File: src/logic/mastermind_params.svh
`ifndef MASTERMIND_PARAMS_SVH
`define MASTERMIND_PARAMS_SVH

// pegs in one code or guess row
`define MM_PEGS 4

// three bits gives eight colours
`define MM_COLOUR_W 3

// guesses allowed before the round is lost
`define MM_MAX_GUESSES 8

// scorer latency, start to result
`define MM_SCORE_CYCLES 5

`endif
File: src/logic/mastermind_pkg.sv
`default_nettype none

`include "mastermind_params.svh"

package mastermind_pkg;

    typedef logic [`MM_COLOUR_W-1:0] peg_t;

    // peg0 sits in the low bits
    typedef struct packed {
        peg_t peg3;
        peg_t peg2;
        peg_t peg1;
        peg_t peg0;
    } peg_row_t;

    typedef struct packed {
        logic [2:0] red;
        logic [2:0] white;
        logic [3:0] guess_num;
    } score_t;

    typedef enum logic [1:0] {
        PHASE_CODE  = 2'd0,
        PHASE_GUESS = 2'd1,
        PHASE_SCORE = 2'd2
    } phase_e;

endpackage

`default_nettype wire

File: src/logic/mastermind_top.sv
`timescale 1ns/1ps
`default_nettype none

module mastermind_top (
    input  wire                         clock,
    input  wire                         resetn,
    input  wire mastermind_pkg::peg_t   peg_i,
    input  wire                         peg_valid_i,
    output mastermind_pkg::phase_e      phase_o,
    output mastermind_pkg::score_t      score_o,
    output logic                        score_valid_o,
    output logic                        solved_o,
    output logic                        round_over_o
);

    mastermind_pkg::peg_row_t code_row;
    mastermind_pkg::peg_row_t guess_row;
    mastermind_pkg::score_t   result;
    logic                     score_start;
    logic                     result_valid;

    game_control game_control_i (
        .clock          (clock),
        .resetn         (resetn),
        .peg_i          (peg_i),
        .peg_valid_i    (peg_valid_i),
        .result_i       (result),
        .result_valid_i (result_valid),
        .phase_o        (phase_o),
        .code_row_o     (code_row),
        .guess_row_o    (guess_row),
        .score_start_o  (score_start),
        .score_o        (score_o),
        .score_valid_o  (score_valid_o),
        .solved_o       (solved_o),
        .round_over_o   (round_over_o)
    );

    // rows stay stable while the scorer walks them
    peg_scorer peg_scorer_i (
        .clock          (clock),
        .resetn         (resetn),
        .code_row_i     (code_row),
        .guess_row_i    (guess_row),
        .start_i        (score_start),
        .result_o       (result),
        .result_valid_o (result_valid)
    );

endmodule

`default_nettype wire

File: src/logic/peg_scorer.sv
`timescale 1ns/1ps
`default_nettype none

`include "mastermind_params.svh"

module peg_scorer (
    input  wire                           clock,
    input  wire                           resetn,
    input  wire mastermind_pkg::peg_row_t code_row_i,
    input  wire mastermind_pkg::peg_row_t guess_row_i,
    input  wire                           start_i,
    output mastermind_pkg::score_t        result_o,
    output logic                          result_valid_o
);

    // step 0 is idle, steps 1..4 walk the code positions
    localparam int unsigned LAST_STEP = `MM_SCORE_CYCLES - 1;

    mastermind_pkg::peg_t code_pegs  [`MM_PEGS];
    mastermind_pkg::peg_t guess_pegs [`MM_PEGS];
    logic [`MM_PEGS-1:0]  exact;
    logic [`MM_PEGS-1:0]  code_used;
    logic [`MM_PEGS-1:0]  guess_used;
    logic [2:0]           red_sum;
    logic [2:0]           red_q;
    logic [2:0]           white_q;
    logic [2:0]           step_q;
    logic [1:0]           pos;
    logic                 hit;
    logic [1:0]           hit_idx;

    always_comb begin
        code_pegs[0]  = code_row_i.peg0;
        code_pegs[1]  = code_row_i.peg1;
        code_pegs[2]  = code_row_i.peg2;
        code_pegs[3]  = code_row_i.peg3;
        guess_pegs[0] = guess_row_i.peg0;
        guess_pegs[1] = guess_row_i.peg1;
        guess_pegs[2] = guess_row_i.peg2;
        guess_pegs[3] = guess_row_i.peg3;
    end

    // exact matches, all positions at once
    always_comb begin
        red_sum = 3'd0;
        for (int i = 0; i < `MM_PEGS; i++) begin
            exact[i] = (code_pegs[i] == guess_pegs[i]);
            red_sum  = red_sum + 3'(exact[i]);
        end
    end

    assign pos = 2'(step_q - 3'd1);

    // lowest free guess position with the same colour
    always_comb begin
        hit     = 1'b0;
        hit_idx = 2'd0;
        for (int j = `MM_PEGS - 1; j >= 0; j--) begin
            if (!code_used[pos] && !guess_used[j]
                && (guess_pegs[j] == code_pegs[pos])) begin
                hit     = 1'b1;
                hit_idx = 2'(j);
            end
        end
    end

    always_ff @(posedge clock) begin
        if (!resetn) begin
            step_q         <= 3'd0;
            result_valid_o <= 1'b0;
        end else begin
            result_valid_o <= 1'b0;
            if (start_i) begin
                step_q <= 3'd1;
            end else if (step_q != 3'd0) begin
                if (step_q == 3'(LAST_STEP)) begin
                    step_q         <= 3'd0;
                    result_valid_o <= 1'b1;
                end else begin
                    step_q <= step_q + 3'd1;
                end
            end
        end
    end

    always_ff @(posedge clock) begin
        if (start_i) begin
            red_q      <= red_sum;
            white_q    <= 3'd0;
            code_used  <= exact;
            guess_used <= exact;
        end else if ((step_q != 3'd0) && hit) begin
            white_q             <= white_q + 3'd1;
            code_used[pos]      <= 1'b1;
            guess_used[hit_idx] <= 1'b1;
        end
    end

    // guess number is filled in by the control
    always_comb begin
        result_o           = '0;
        result_o.red       = red_q;
        result_o.white     = white_q;
    end

endmodule

`default_nettype wire

File: src/logic/game_control.sv
`timescale 1ns/1ps
`default_nettype none

`include "mastermind_params.svh"

module game_control (
    input  wire                           clock,
    input  wire                           resetn,
    input  wire mastermind_pkg::peg_t     peg_i,
    input  wire                           peg_valid_i,
    input  wire mastermind_pkg::score_t   result_i,
    input  wire                           result_valid_i,
    output mastermind_pkg::phase_e        phase_o,
    output mastermind_pkg::peg_row_t      code_row_o,
    output mastermind_pkg::peg_row_t      guess_row_o,
    output logic                          score_start_o,
    output mastermind_pkg::score_t        score_o,
    output logic                          score_valid_o,
    output logic                          solved_o,
    output logic                          round_over_o
);

    localparam int unsigned LAST_PEG = `MM_PEGS - 1;

    mastermind_pkg::phase_e   phase_q;
    mastermind_pkg::peg_row_t code_row_q;
    mastermind_pkg::peg_row_t guess_row_q;
    mastermind_pkg::score_t   stamped;
    logic [1:0]               peg_idx;
    logic [3:0]               guess_cnt;
    logic                     take_peg;
    logic                     row_done;
    logic                     solved;
    logic                     round_end;

    // replace one position of a row
    function automatic mastermind_pkg::peg_row_t put_peg(
        input mastermind_pkg::peg_row_t row,
        input logic [1:0]               idx,
        input mastermind_pkg::peg_t     peg
    );
        mastermind_pkg::peg_row_t next_row;
        next_row = row;
        case (idx)
            2'd0: next_row.peg0 = peg;
            2'd1: next_row.peg1 = peg;
            2'd2: next_row.peg2 = peg;
            default: next_row.peg3 = peg;
        endcase
        return next_row;
    endfunction

    // strobes during scoring are simply dropped
    assign take_peg = peg_valid_i && (phase_q != mastermind_pkg::PHASE_SCORE);
    assign row_done = (peg_idx == 2'(LAST_PEG));

    assign solved    = (result_i.red == 3'(`MM_PEGS));
    assign round_end = solved || (guess_cnt == 4'(`MM_MAX_GUESSES));

    always_comb begin
        stamped           = result_i;
        stamped.guess_num = guess_cnt;
    end

    always_ff @(posedge clock) begin
        if (take_peg) begin
            if (phase_q == mastermind_pkg::PHASE_CODE) begin
                code_row_q <= put_peg(code_row_q, peg_idx, peg_i);
            end else begin
                guess_row_q <= put_peg(guess_row_q, peg_idx, peg_i);
            end
        end
    end

    always_ff @(posedge clock) begin
        if (!resetn) begin
            phase_q       <= mastermind_pkg::PHASE_CODE;
            peg_idx       <= 2'd0;
            guess_cnt     <= 4'd0;
            score_start_o <= 1'b0;
            score_o       <= '0;
            score_valid_o <= 1'b0;
            solved_o      <= 1'b0;
            round_over_o  <= 1'b0;
        end else begin
            score_start_o <= 1'b0;
            score_valid_o <= 1'b0;
            solved_o      <= 1'b0;
            round_over_o  <= 1'b0;

            if (take_peg) begin
                // index wraps back to 0 after the last peg
                peg_idx <= peg_idx + 2'd1;
                if (row_done) begin
                    if (phase_q == mastermind_pkg::PHASE_CODE) begin
                        phase_q <= mastermind_pkg::PHASE_GUESS;
                    end else begin
                        phase_q       <= mastermind_pkg::PHASE_SCORE;
                        score_start_o <= 1'b1;
                        guess_cnt     <= guess_cnt + 4'd1;
                    end
                end
            end

            if (result_valid_i) begin
                score_o       <= stamped;
                score_valid_o <= 1'b1;
                solved_o      <= solved;
                round_over_o  <= round_end;
                if (round_end) begin
                    // back to waiting for a fresh code
                    phase_q   <= mastermind_pkg::PHASE_CODE;
                    guess_cnt <= 4'd0;
                end else begin
                    phase_q <= mastermind_pkg::PHASE_GUESS;
                end
            end
        end
    end

    assign phase_o     = phase_q;
    assign code_row_o  = code_row_q;
    assign guess_row_o = guess_row_q;

endmodule

`default_nettype wire

File: config.mk
export PLATFORM = sky130hd
export DESIGN_NAME = mastermind_top
export DESIGN_NICKNAME = d
export VERILOG_FILES = /design/src/logic/mastermind_pkg.sv /design/src/logic/mastermind_top.sv /design/src/logic/peg_scorer.sv /design/src/logic/game_control.sv
export VERILOG_INCLUDE_DIRS = /design/src /design/src/logic
export SDC_FILE = /design/constraint.sdc
export NUM_CORES = 1
export LEC_CHECK = 0
export ABC_CLOCK_PERIOD_IN_PS = 5500
export BUFFER_PORTS_ARGS = -buffer_cell sky130_fd_sc_hd__buf_2
export CAP_MARGIN = 20
export CORE_MARGIN = 4
export CORE_UTILIZATION = 64
export DETAILED_ROUTE_END_ITERATION = 16
export PLACE_DENSITY = 0.83
export SLEW_MARGIN = 20
export SYNTH_ARGS = -nofsm -noshare
export SYNTH_HDL_FRONTEND = slang
export SYNTH_HIERARCHICAL = 1
export SYNTH_SLANG_ARGS = --single-unit
File: constraint.sdc
create_clock -name clock -period 5.5 [get_ports clock]
set_clock_uncertainty 0.15 [all_clocks]
set_input_delay 0.825 -clock clock [delete_from_list [all_inputs] [get_ports clock]]
set_output_delay 0.825 -clock clock [all_outputs]
set_load 0.005 [all_outputs]
==> results of run 1 <==
worst max path at each step:
stage / endpoint / slack [ps] / depth (start not counted)
floorplan: peg_scorer_i/code_used[0] / 2840 / 8
global route: peg_scorer_i/guess_used[3] / 2210 / 7
global placement: peg_scorer_i/guess_used[0] / 2590 / 7
CTS: peg_scorer_i/guess_used[3] / 2420 / 7
detailed placement: peg_scorer_i/guess_used[2] / 2440 / 7
finish: peg_scorer_i/guess_used[3] / 2430 / 7
where the power goes:
group	total [mW]	switching [mW]	internal, mW	leakage [nW]
clock network	0.400	0.181	0.219	0.109
logic	0.240	0.126	0.114	0.603
registers	0.554	0.0246	0.529	0.553
layer usage:
layer | share of wire | track usage | up-vias
met5 | 0 | 0 | -
met4 | 0.013 | 0.0996 | 0
met3 | 0.051 | 0.0733 | 6
met2 | 0.49 | 0.327 | 41
met1 | 0.45 | 0.252 | 873
li1 | - | - | 909
flip-flops by register name, summed over array words and instances (netlist names), 2 cells and up:
| signal | flops |
|---|---|
| game_control_i/peg_idx | 2 |
| game_control_i/phase_o | 2 |
| peg_scorer_i/step_q | 3 |
| peg_scorer_i/white_q | 3 |
| game_control_i/score_o | 10 |
| peg_scorer_i/guess_used | 4 |
| game_control_i/code_row_o | 12 |
| game_control_i/guess_row_o | 12 |
| game_control_i/guess_cnt | 4 |
| peg_scorer_i/red_q | 3 |
| peg_scorer_i/code_used | 4 |
worst register-to-register path, stage by stage, from the launching register on:
cell     delay (ps)
dfxtp_1         540
inv_1           180
ha_1            440
mux4_2          420
xnor2_1         230
nand4_2         200
a41oi_2         270
or2_1           330
layout by cell type, fill, tap and decap left out, drive strengths merged, types with 2 or more instances in the layout:
cell	instances
nand2	8
mux2i	12
and2	4
mux2	2
nand3	7
nor2	23
nand2b	4
o31a	4
clkinv	2
nor3	8
mux4	4
and3	3
buf	20
dfxtp	29
a41oi	2
edfxtp	35
ha	14
nand4	5
xnor2	26
or3	2
nor2b	5
nand3b	3
o21ai	3
a21oi	7
inv	16
clkbuf	11
stage by stage:
step                total power [mW]   util  setup WS [ps]  hold slack (ps)  area, um^2
finish                          1.19  0.752           2430              324        3340
global route                    1.26  0.752           2210              366        3340
CTS                             1.21  0.752           2420              331        3340
detailed placement             0.804  0.706           2440              320        3140
global placement               0.797  0.706           2590              313        3140
floorplan                      0.770      -           2840              293        3010
layout make-up:
cell class,instances,area (um^2),area share
clock buffer,11,174,0.0520
clock inverter,5,31.3,0.00936
inverter,13,48.8,0.0146
multi-input combinational,158,1290,0.387
sequential,64,1630,0.488
tap,52,65.1,0.0195
timing repair buffer,20,100,0.0299
==> impl_metrics.yaml, run 1 <==
min_path:
  min_from: "peg_scorer_i/step_q[2]"
  min_path_cells: 2
  hp-class: "reg -> reg"
  whs_endpoint: "peg_scorer_i/result_valid_o"
sta:
  relSlewSlack: 0.445
  finalSetupTns_ps: 0
  hold_violations: 0
  slew_violations: 0
  fin_crit_sh: 0.559
  rsz0062_at_grt: "no"
  fin_crit_ps: 3070
  worstMarginPinSlew_ps: 832
  setup_violations: 0
  fmax_mhz: 325
yosys:
  yosys_warnings: 6
  synth_cells: 242
  syn_avg_cell_area_um2: 12.4
  syn_area_mm2: 0.00301
  synth_nets: 263
route:
  ant_nets: 0
  wl_per_cell_um: 16.3
  finalWirelength_um: 5260
  detailedRoute.firstIterationViolations: 86
  via_per_inst: 5.66
  num_vias: 1829
  dr.pass1.iters: 4
  post-route-drc-count: 0
floorplanning:
  num_io_pins: 21
  die_h_um: 76.6
  placementRows: 24
  coreArea_mm2: 0.00444
  die_area_mm2: 0.00586
  die_x_um: 76.6
  initial_utilization: 0.677
critical_path:
  path_buf_inv: 1
  crit_family: "flip-flops"
  rr_worst_depth: 7
  timing.critical_path.from: "peg_scorer_i/step_q[0]"
  end_kind: "flop"
  worstSetupStartpointType: "flop"
  cp_data_arrival_time_ps: 2940
  r2r-end: "peg_scorer_i/guess_used[3]"
  path_cells: "inv_1 > ha_1 > mux4_2 > xnor2_1 > nand4_2 > a41oi_2 > or2_1"
  timing.rr.start: "peg_scorer_i/step_q[0]"
  crit_required_ps: 5360
  path_max_fanout: 8
  path_class: "reg -> reg"
  slowest_delay_ps: 540
  rrSetupSlack_ps: 2430
  worst_path_max_delay_cell: "dfxtp_1"
clocking:
  path_clk_slew_ps: 70
  cts_root_buf: "clkbuf_8"
  cts_tree: "yes"
  cts_resized: 0
  clockBufferDepth: 2
  cts.sinks: 64
  cts_setup_buffers: 0
  clk_latency_ps: 330
  htree_levels: 3
  cts_hold_buf: 0
  cts_inserted_buffers: 9
layout:
  final_cell_count_no_fill: 323
  nets: 287
  drive_gt1_frac: 0.199
  diodes: 0
  fillerInstances: 297
  area_growth_pct: 11.1
placed_design:
  hpwl_um: 3910
  portBuffers: 20
  gp_congestion: 0.852
  dp_cells: 307
run:
  maxCapViolCount: 0
grt:
  grtUsageTotal: 0.207
  grt_pass1_vias: 1928
  grt_max_degree: 27
  overflow: 0
  antenna_found_initial: 0
  grt_pass1_wl_um: 9290
power:
  leakage_nw: 1.26
  powerDensity_mw_per_mm2: 357
  vdd_ir_drop_max_mv: 0.297
run_status:
  status: "complete, no violations"
(Power assumes the default switching activity.)
==> run 2, diff against run 1 <==
- ABC_CLOCK_PERIOD_IN_PS: 5500 -> 2640
- CORE_UTILIZATION: 64 -> 54
- PLACE_DENSITY: 0.83 -> 0.74
- clock period: 5.5 -> 2.64 ns (I/O delays scaled with it)
==> impl_metrics.yaml, run 2 (synthesis gave the netlist of run 1 again) <==
run:
  maxCapViolCount: 0
critical_path:
  r2r-end: "peg_scorer_i/guess_used[0]"
  timing.rr.start: "peg_scorer_i/step_q[1]"
  cp_data_arrival_time_ps: 2470
  rr_worst_depth: 8
  path_max_fanout: 8
  path_class: "reg -> reg"
  worstSetupStartpointType: "flop"
  rrSetupSlack_ps: 60
  end_kind: "flop"
  crit_required_ps: 2530
sta:
  worstMarginPinSlew_ps: 879
  fin_crit_sh: 0.976
  fin_hold_ws_ps: 176
  fmax_mhz: 388
  hold_violations: 0
  fin_crit_ps: 2580
  slew_violations: 0
  relSlewSlack: 0.413
  setup_violations: 0
  worst_slack_ps: 64.5
clocking:
  cts_hold_buf: 0
  cts.sinks: 64
  cts_tree: "yes"
  path_clk_slew_ps: 70
  htree_levels: 3
  clockBufferDepth: 2
  clk_latency_ps: 340
  cts_inserted_buffers: 9
  cts_root_buf: "clkbuf_8"
floorplanning:
  placementRows: 26
  die_x_um: 82.7
  coreArea_mm2: 0.00524
  initial_utilization: 0.575
  die_h_um: 82.7
  num_io_pins: 21
  die_area_mm2: 0.00683
route:
  ant_nets: 0
  num_vias: 1877
  detailedRoute.firstIterationViolations: 55
  via_per_inst: 5.32
  finalWirelength_um: 5540
  wl_per_cell_um: 15.7
  post-route-drc-count: 0
  dr.pass1.iters: 4
power:
  clkPwrFrac: 0.350
  p_comb_frac: 0.253
  total_power_mw: 2.87
  switching_share: 0.267
  p_int_mw: 2.10
  leakage_nw: 1.37
  p_seq_frac: 0.397
  p_switching_mw: 0.768
  powerDensity_mw_per_mm2: 802
  vdd_ir_drop_max_mv: 0.551
grt:
  grt_pass1_vias: 1851
  grt_max_degree: 27
  antenna_found_initial: 0
  grt_pass1_wl_um: 8850
  overflow: 0
  grtUsageTotal: 0.181
min_path:
  min_from: "resetn"
  min_path_cells: 2
  hp-class: "in -> reg"
  whs_endpoint: "peg_scorer_i/step_q[0]"
layout:
  fillerInstances: 370
  area_growth_pct: 19.0
  mostFrequentLayoutCells: "edfxtp_1 (35), dfxtp_1 (28), nor2_1 (22)"
  diodes: 0
  drive_gt1_frac: 0.272
  final_cell_count_no_fill: 353
  nets: 299
  final_common_cell: "edfxtp_1"
run_status:
  status: "complete, no violations"
placed_design:
  portBuffers: 20
  dp_cells: 329
  gp_congestion: 0.863
  dpl_worst_slack_ps: -61.9
  hpwl_um: 3880
run 2: cell count changes in the layout (fill, tap and decap cells not counted), sizes merged:
cell	change
buf	+12
inv	-3
bufinv	+2
clkinvlp	+1
run 2: worst max path at each step:
stage | startpoint | endpoint | slack (ps) | cells after the start
3_5_place_dp | peg_scorer_i/step_q[1] | peg_scorer_i/guess_used[0] | -60 | 7
2_1_floorplan | peg_scorer_i/step_q[0] | peg_scorer_i/code_used[0] | 80 | 8
4_1_cts | peg_scorer_i/step_q[1] | peg_scorer_i/guess_used[0] | 1 | 8
5_1_grt | peg_scorer_i/step_q[1] | peg_scorer_i/guess_used[1] | -50 | 8
3_3_place_gp | peg_scorer_i/step_q[1] | peg_scorer_i/guess_used[0] | 50 | 7
6_report | peg_scorer_i/step_q[1] | peg_scorer_i/guess_used[0] | 60 | 8
run 2: power by group through the flow:
stage,Clock [mW],Sequential [mW],Combinational (mW)
CTS,1.03,1.14,0.621
floorplan,0,1.15,0.453
global placement,0,1.16,0.530
finish,1.00,1.14,0.727
detailed placement,0,1.16,0.546
global route,1.08,1.14,0.787
run 2: per-stage QoR:
| stage | utilization | TNS, ps | instance area, um^2 |
|---|---|---|---|
| finish | 0.683 | 0 | 3580 |
| global route | 0.683 | -469 | 3580 |
| CTS | 0.668 | 0 | 3500 |
| detailed placement | 0.610 | -493 | 3190 |
| global placement | 0.610 | 0 | 3190 |
| floorplan | - | 0 | 3010 |
run 2: worst max-delay path, cell delays in order (launching register included):
cell,delay [ps]
dfxtp_2,360
inv_2,60
ha_4,290
mux4_2,330
buf_4,170
xnor2_1,190
nand4_2,220
a41oi_4,270
or2_4,220
run 2: layout make-up:
type	count	area (um^2)	area share
repair buffers	32	190	0.0531
clock buffers	11	163	0.0454
clock inverters	5	85.1	0.0238
multi-input cells	158	1370	0.383
flip-flops and latches	64	1630	0.456
well taps	70	87.6	0.0245
inverters	13	48.8	0.0136
run 2: routing by layer:
layer / global-route usage / vias up / share of wire
met2: 0.294 / 33 / 0.51
met3: 0.0683 / 8 / 0.036
met4: 0.0735 / 0 / 0.019
li1: - / 932 / -
met5: 0 / - / 0
met1: 0.216 / 904 / 0.43
run 2: repair_timing:
action	in CTS	in global routing
pin swaps	3	4
setup endpoints to repair	9	11
resized for setup	3	8
hold endpoints to repair	0	0
setup buffers	4	4
==> run 3, diff against run 2 <==
- CELL_PAD_IN_SITES_DETAIL_PLACEMENT: default -> 0
- CELL_PAD_IN_SITES_GLOBAL_PLACEMENT: default -> 1
- CORE_MARGIN: 4 -> default
- CORE_UTILIZATION: 54 -> 44
==> impl_metrics.yaml, run 3 (synthesis gave the netlist of run 1 again) <==
floorplanning:
  placementRows: 29
  initial_utilization: 0.466
  die_area_mm2: 0.00717
  die_h_um: 84.7
  coreArea_mm2: 0.00646
  die_x_um: 84.7
  num_io_pins: 21
route:
  ant_nets: 0
  detailedRoute.firstIterationViolations: 73
  post-route-drc-count: 0
  dr.pass1.iters: 4
  via_per_inst: 5.09
  finalWirelength_um: 5310
  wl_per_cell_um: 15.0
  num_vias: 1796
critical_path:
  path_buf_inv: 1
  path_class: "reg -> reg"
  crit_family: "multiplexers"
  path_cells: "inv_1 > ha_4 > mux4_2 > xnor2_2 > nand4_4 > a41oi_4 > or2_4"
  slowest_delay_ps: 410
  worstSetupStartpointType: "flop"
  rrSetupSlack_ps: 130
  cp_data_arrival_time_ps: 2410
  end_kind: "flop"
  crit_required_ps: 2530
  path_max_fanout: 8
  worst_path_max_delay_cell: "mux4_2"
layout:
  fillerInstances: 560
  nets: 292
  area_growth_pct: 16.2
  mostFrequentLayoutCells: "edfxtp_1 (35), dfxtp_1 (28), nor2_1 (22)"
  multi_input_area_mm2: 0.00133
  final_common_cell: "edfxtp_1"
  drive_gt1_frac: 0.236
  final-seq-area_mm2: 0.00163
  diodes: 0
  post-route-cell-area_mm2: 0.00350
  fin_util: 0.541
  final_cell_count_no_fill: 353
grt:
  overflow: 0
  grt_max_degree: 27
  grtUsageTotal: 0.166
  grt_pass1_vias: 1782
  grt_pass1_wl_um: 9100
  antenna_found_initial: 0
clocking:
  cts_root_buf: "clkbuf_8"
  cts.sinks: 64
  clk_latency_ps: 330
  htree_levels: 3
  cts_inserted_buffers: 9
  cts_tree: "yes"
  path_clk_slew_ps: 70
  clockBufferDepth: 2
sta:
  setup_violations: 0
  finalSetupTns_ps: 0
  fmax_mhz: 398
  hold_violations: 0
  relSlewSlack: 0.444
  fin_crit_sh: 0.952
  fin_hold_ws_ps: 171
  worst_slack_ps: 126
  slew_violations: 0
  fin_crit_ps: 2510
  rsz0062_at_grt: "no"
  worstMarginPinSlew_ps: 833
run:
  maxCapViolCount: 0
placed_design:
  place_area_mm2: 0.00320
  hpwl_um: 3920
  dp_cells: 336
  gp_congestion: 0.755
  dpl_worst_slack_ps: 69.2
  portBuffers: 20
power:
  vdd_ir_drop_max_mv: 0.298
  total_power_mw: 2.69
  leakage_nw: 1.32
  powerDensity_mw_per_mm2: 770
run_status:
  status: "complete, no violations"
min_path:
  hp-class: "in -> reg"
-- run 3: where the power goes --
group          internal, mW  switching (mW)  total [mW]
sequential             1.10          0.0370        1.14
combinational         0.290           0.305       0.595
clock                 0.573           0.383       0.956
total                  1.97           0.725        2.69
-- run 3: timing repair --
action                                  4_1_cts  5_1_grt
resized for setup                             0        6
buffers inserted                              0        1
hold buffers                                  0        0
endpoints found under the hold margin         0        0
endpoints found under the setup margin        0       12
-- run 3: final cells by class --
| type | instances | area share |
|---|---|---|
| Clock buffer | 13 | 0.0641 |
| Clock inverter | 3 | 0.00644 |
| Inverter | 13 | 0.0140 |
| Multi-Input combinational cell | 158 | 0.382 |
| Sequential cell | 64 | 0.467 |
| Tap cell | 77 | 0.0276 |
| Timing Repair Buffer | 25 | 0.0394 |
-- run 3: final timing paths --
kind	from	end	cells after the start
worst max-delay path	peg_scorer_i/step_q[1]	peg_scorer_i/code_used[2]	7
worst min-delay path	resetn	peg_scorer_i/step_q[0]	2
worst max register to register	peg_scorer_i/step_q[1]	peg_scorer_i/code_used[2]	7
worst min register to register	peg_scorer_i/step_q[2]	peg_scorer_i/result_valid_o	2
-- run 3: metal layers --
metal	wire, um	global-route usage
met5	0	0
met4	56	0.0693
met3	149	0.0442
met2	2430	0.249
met1	2680	0.230
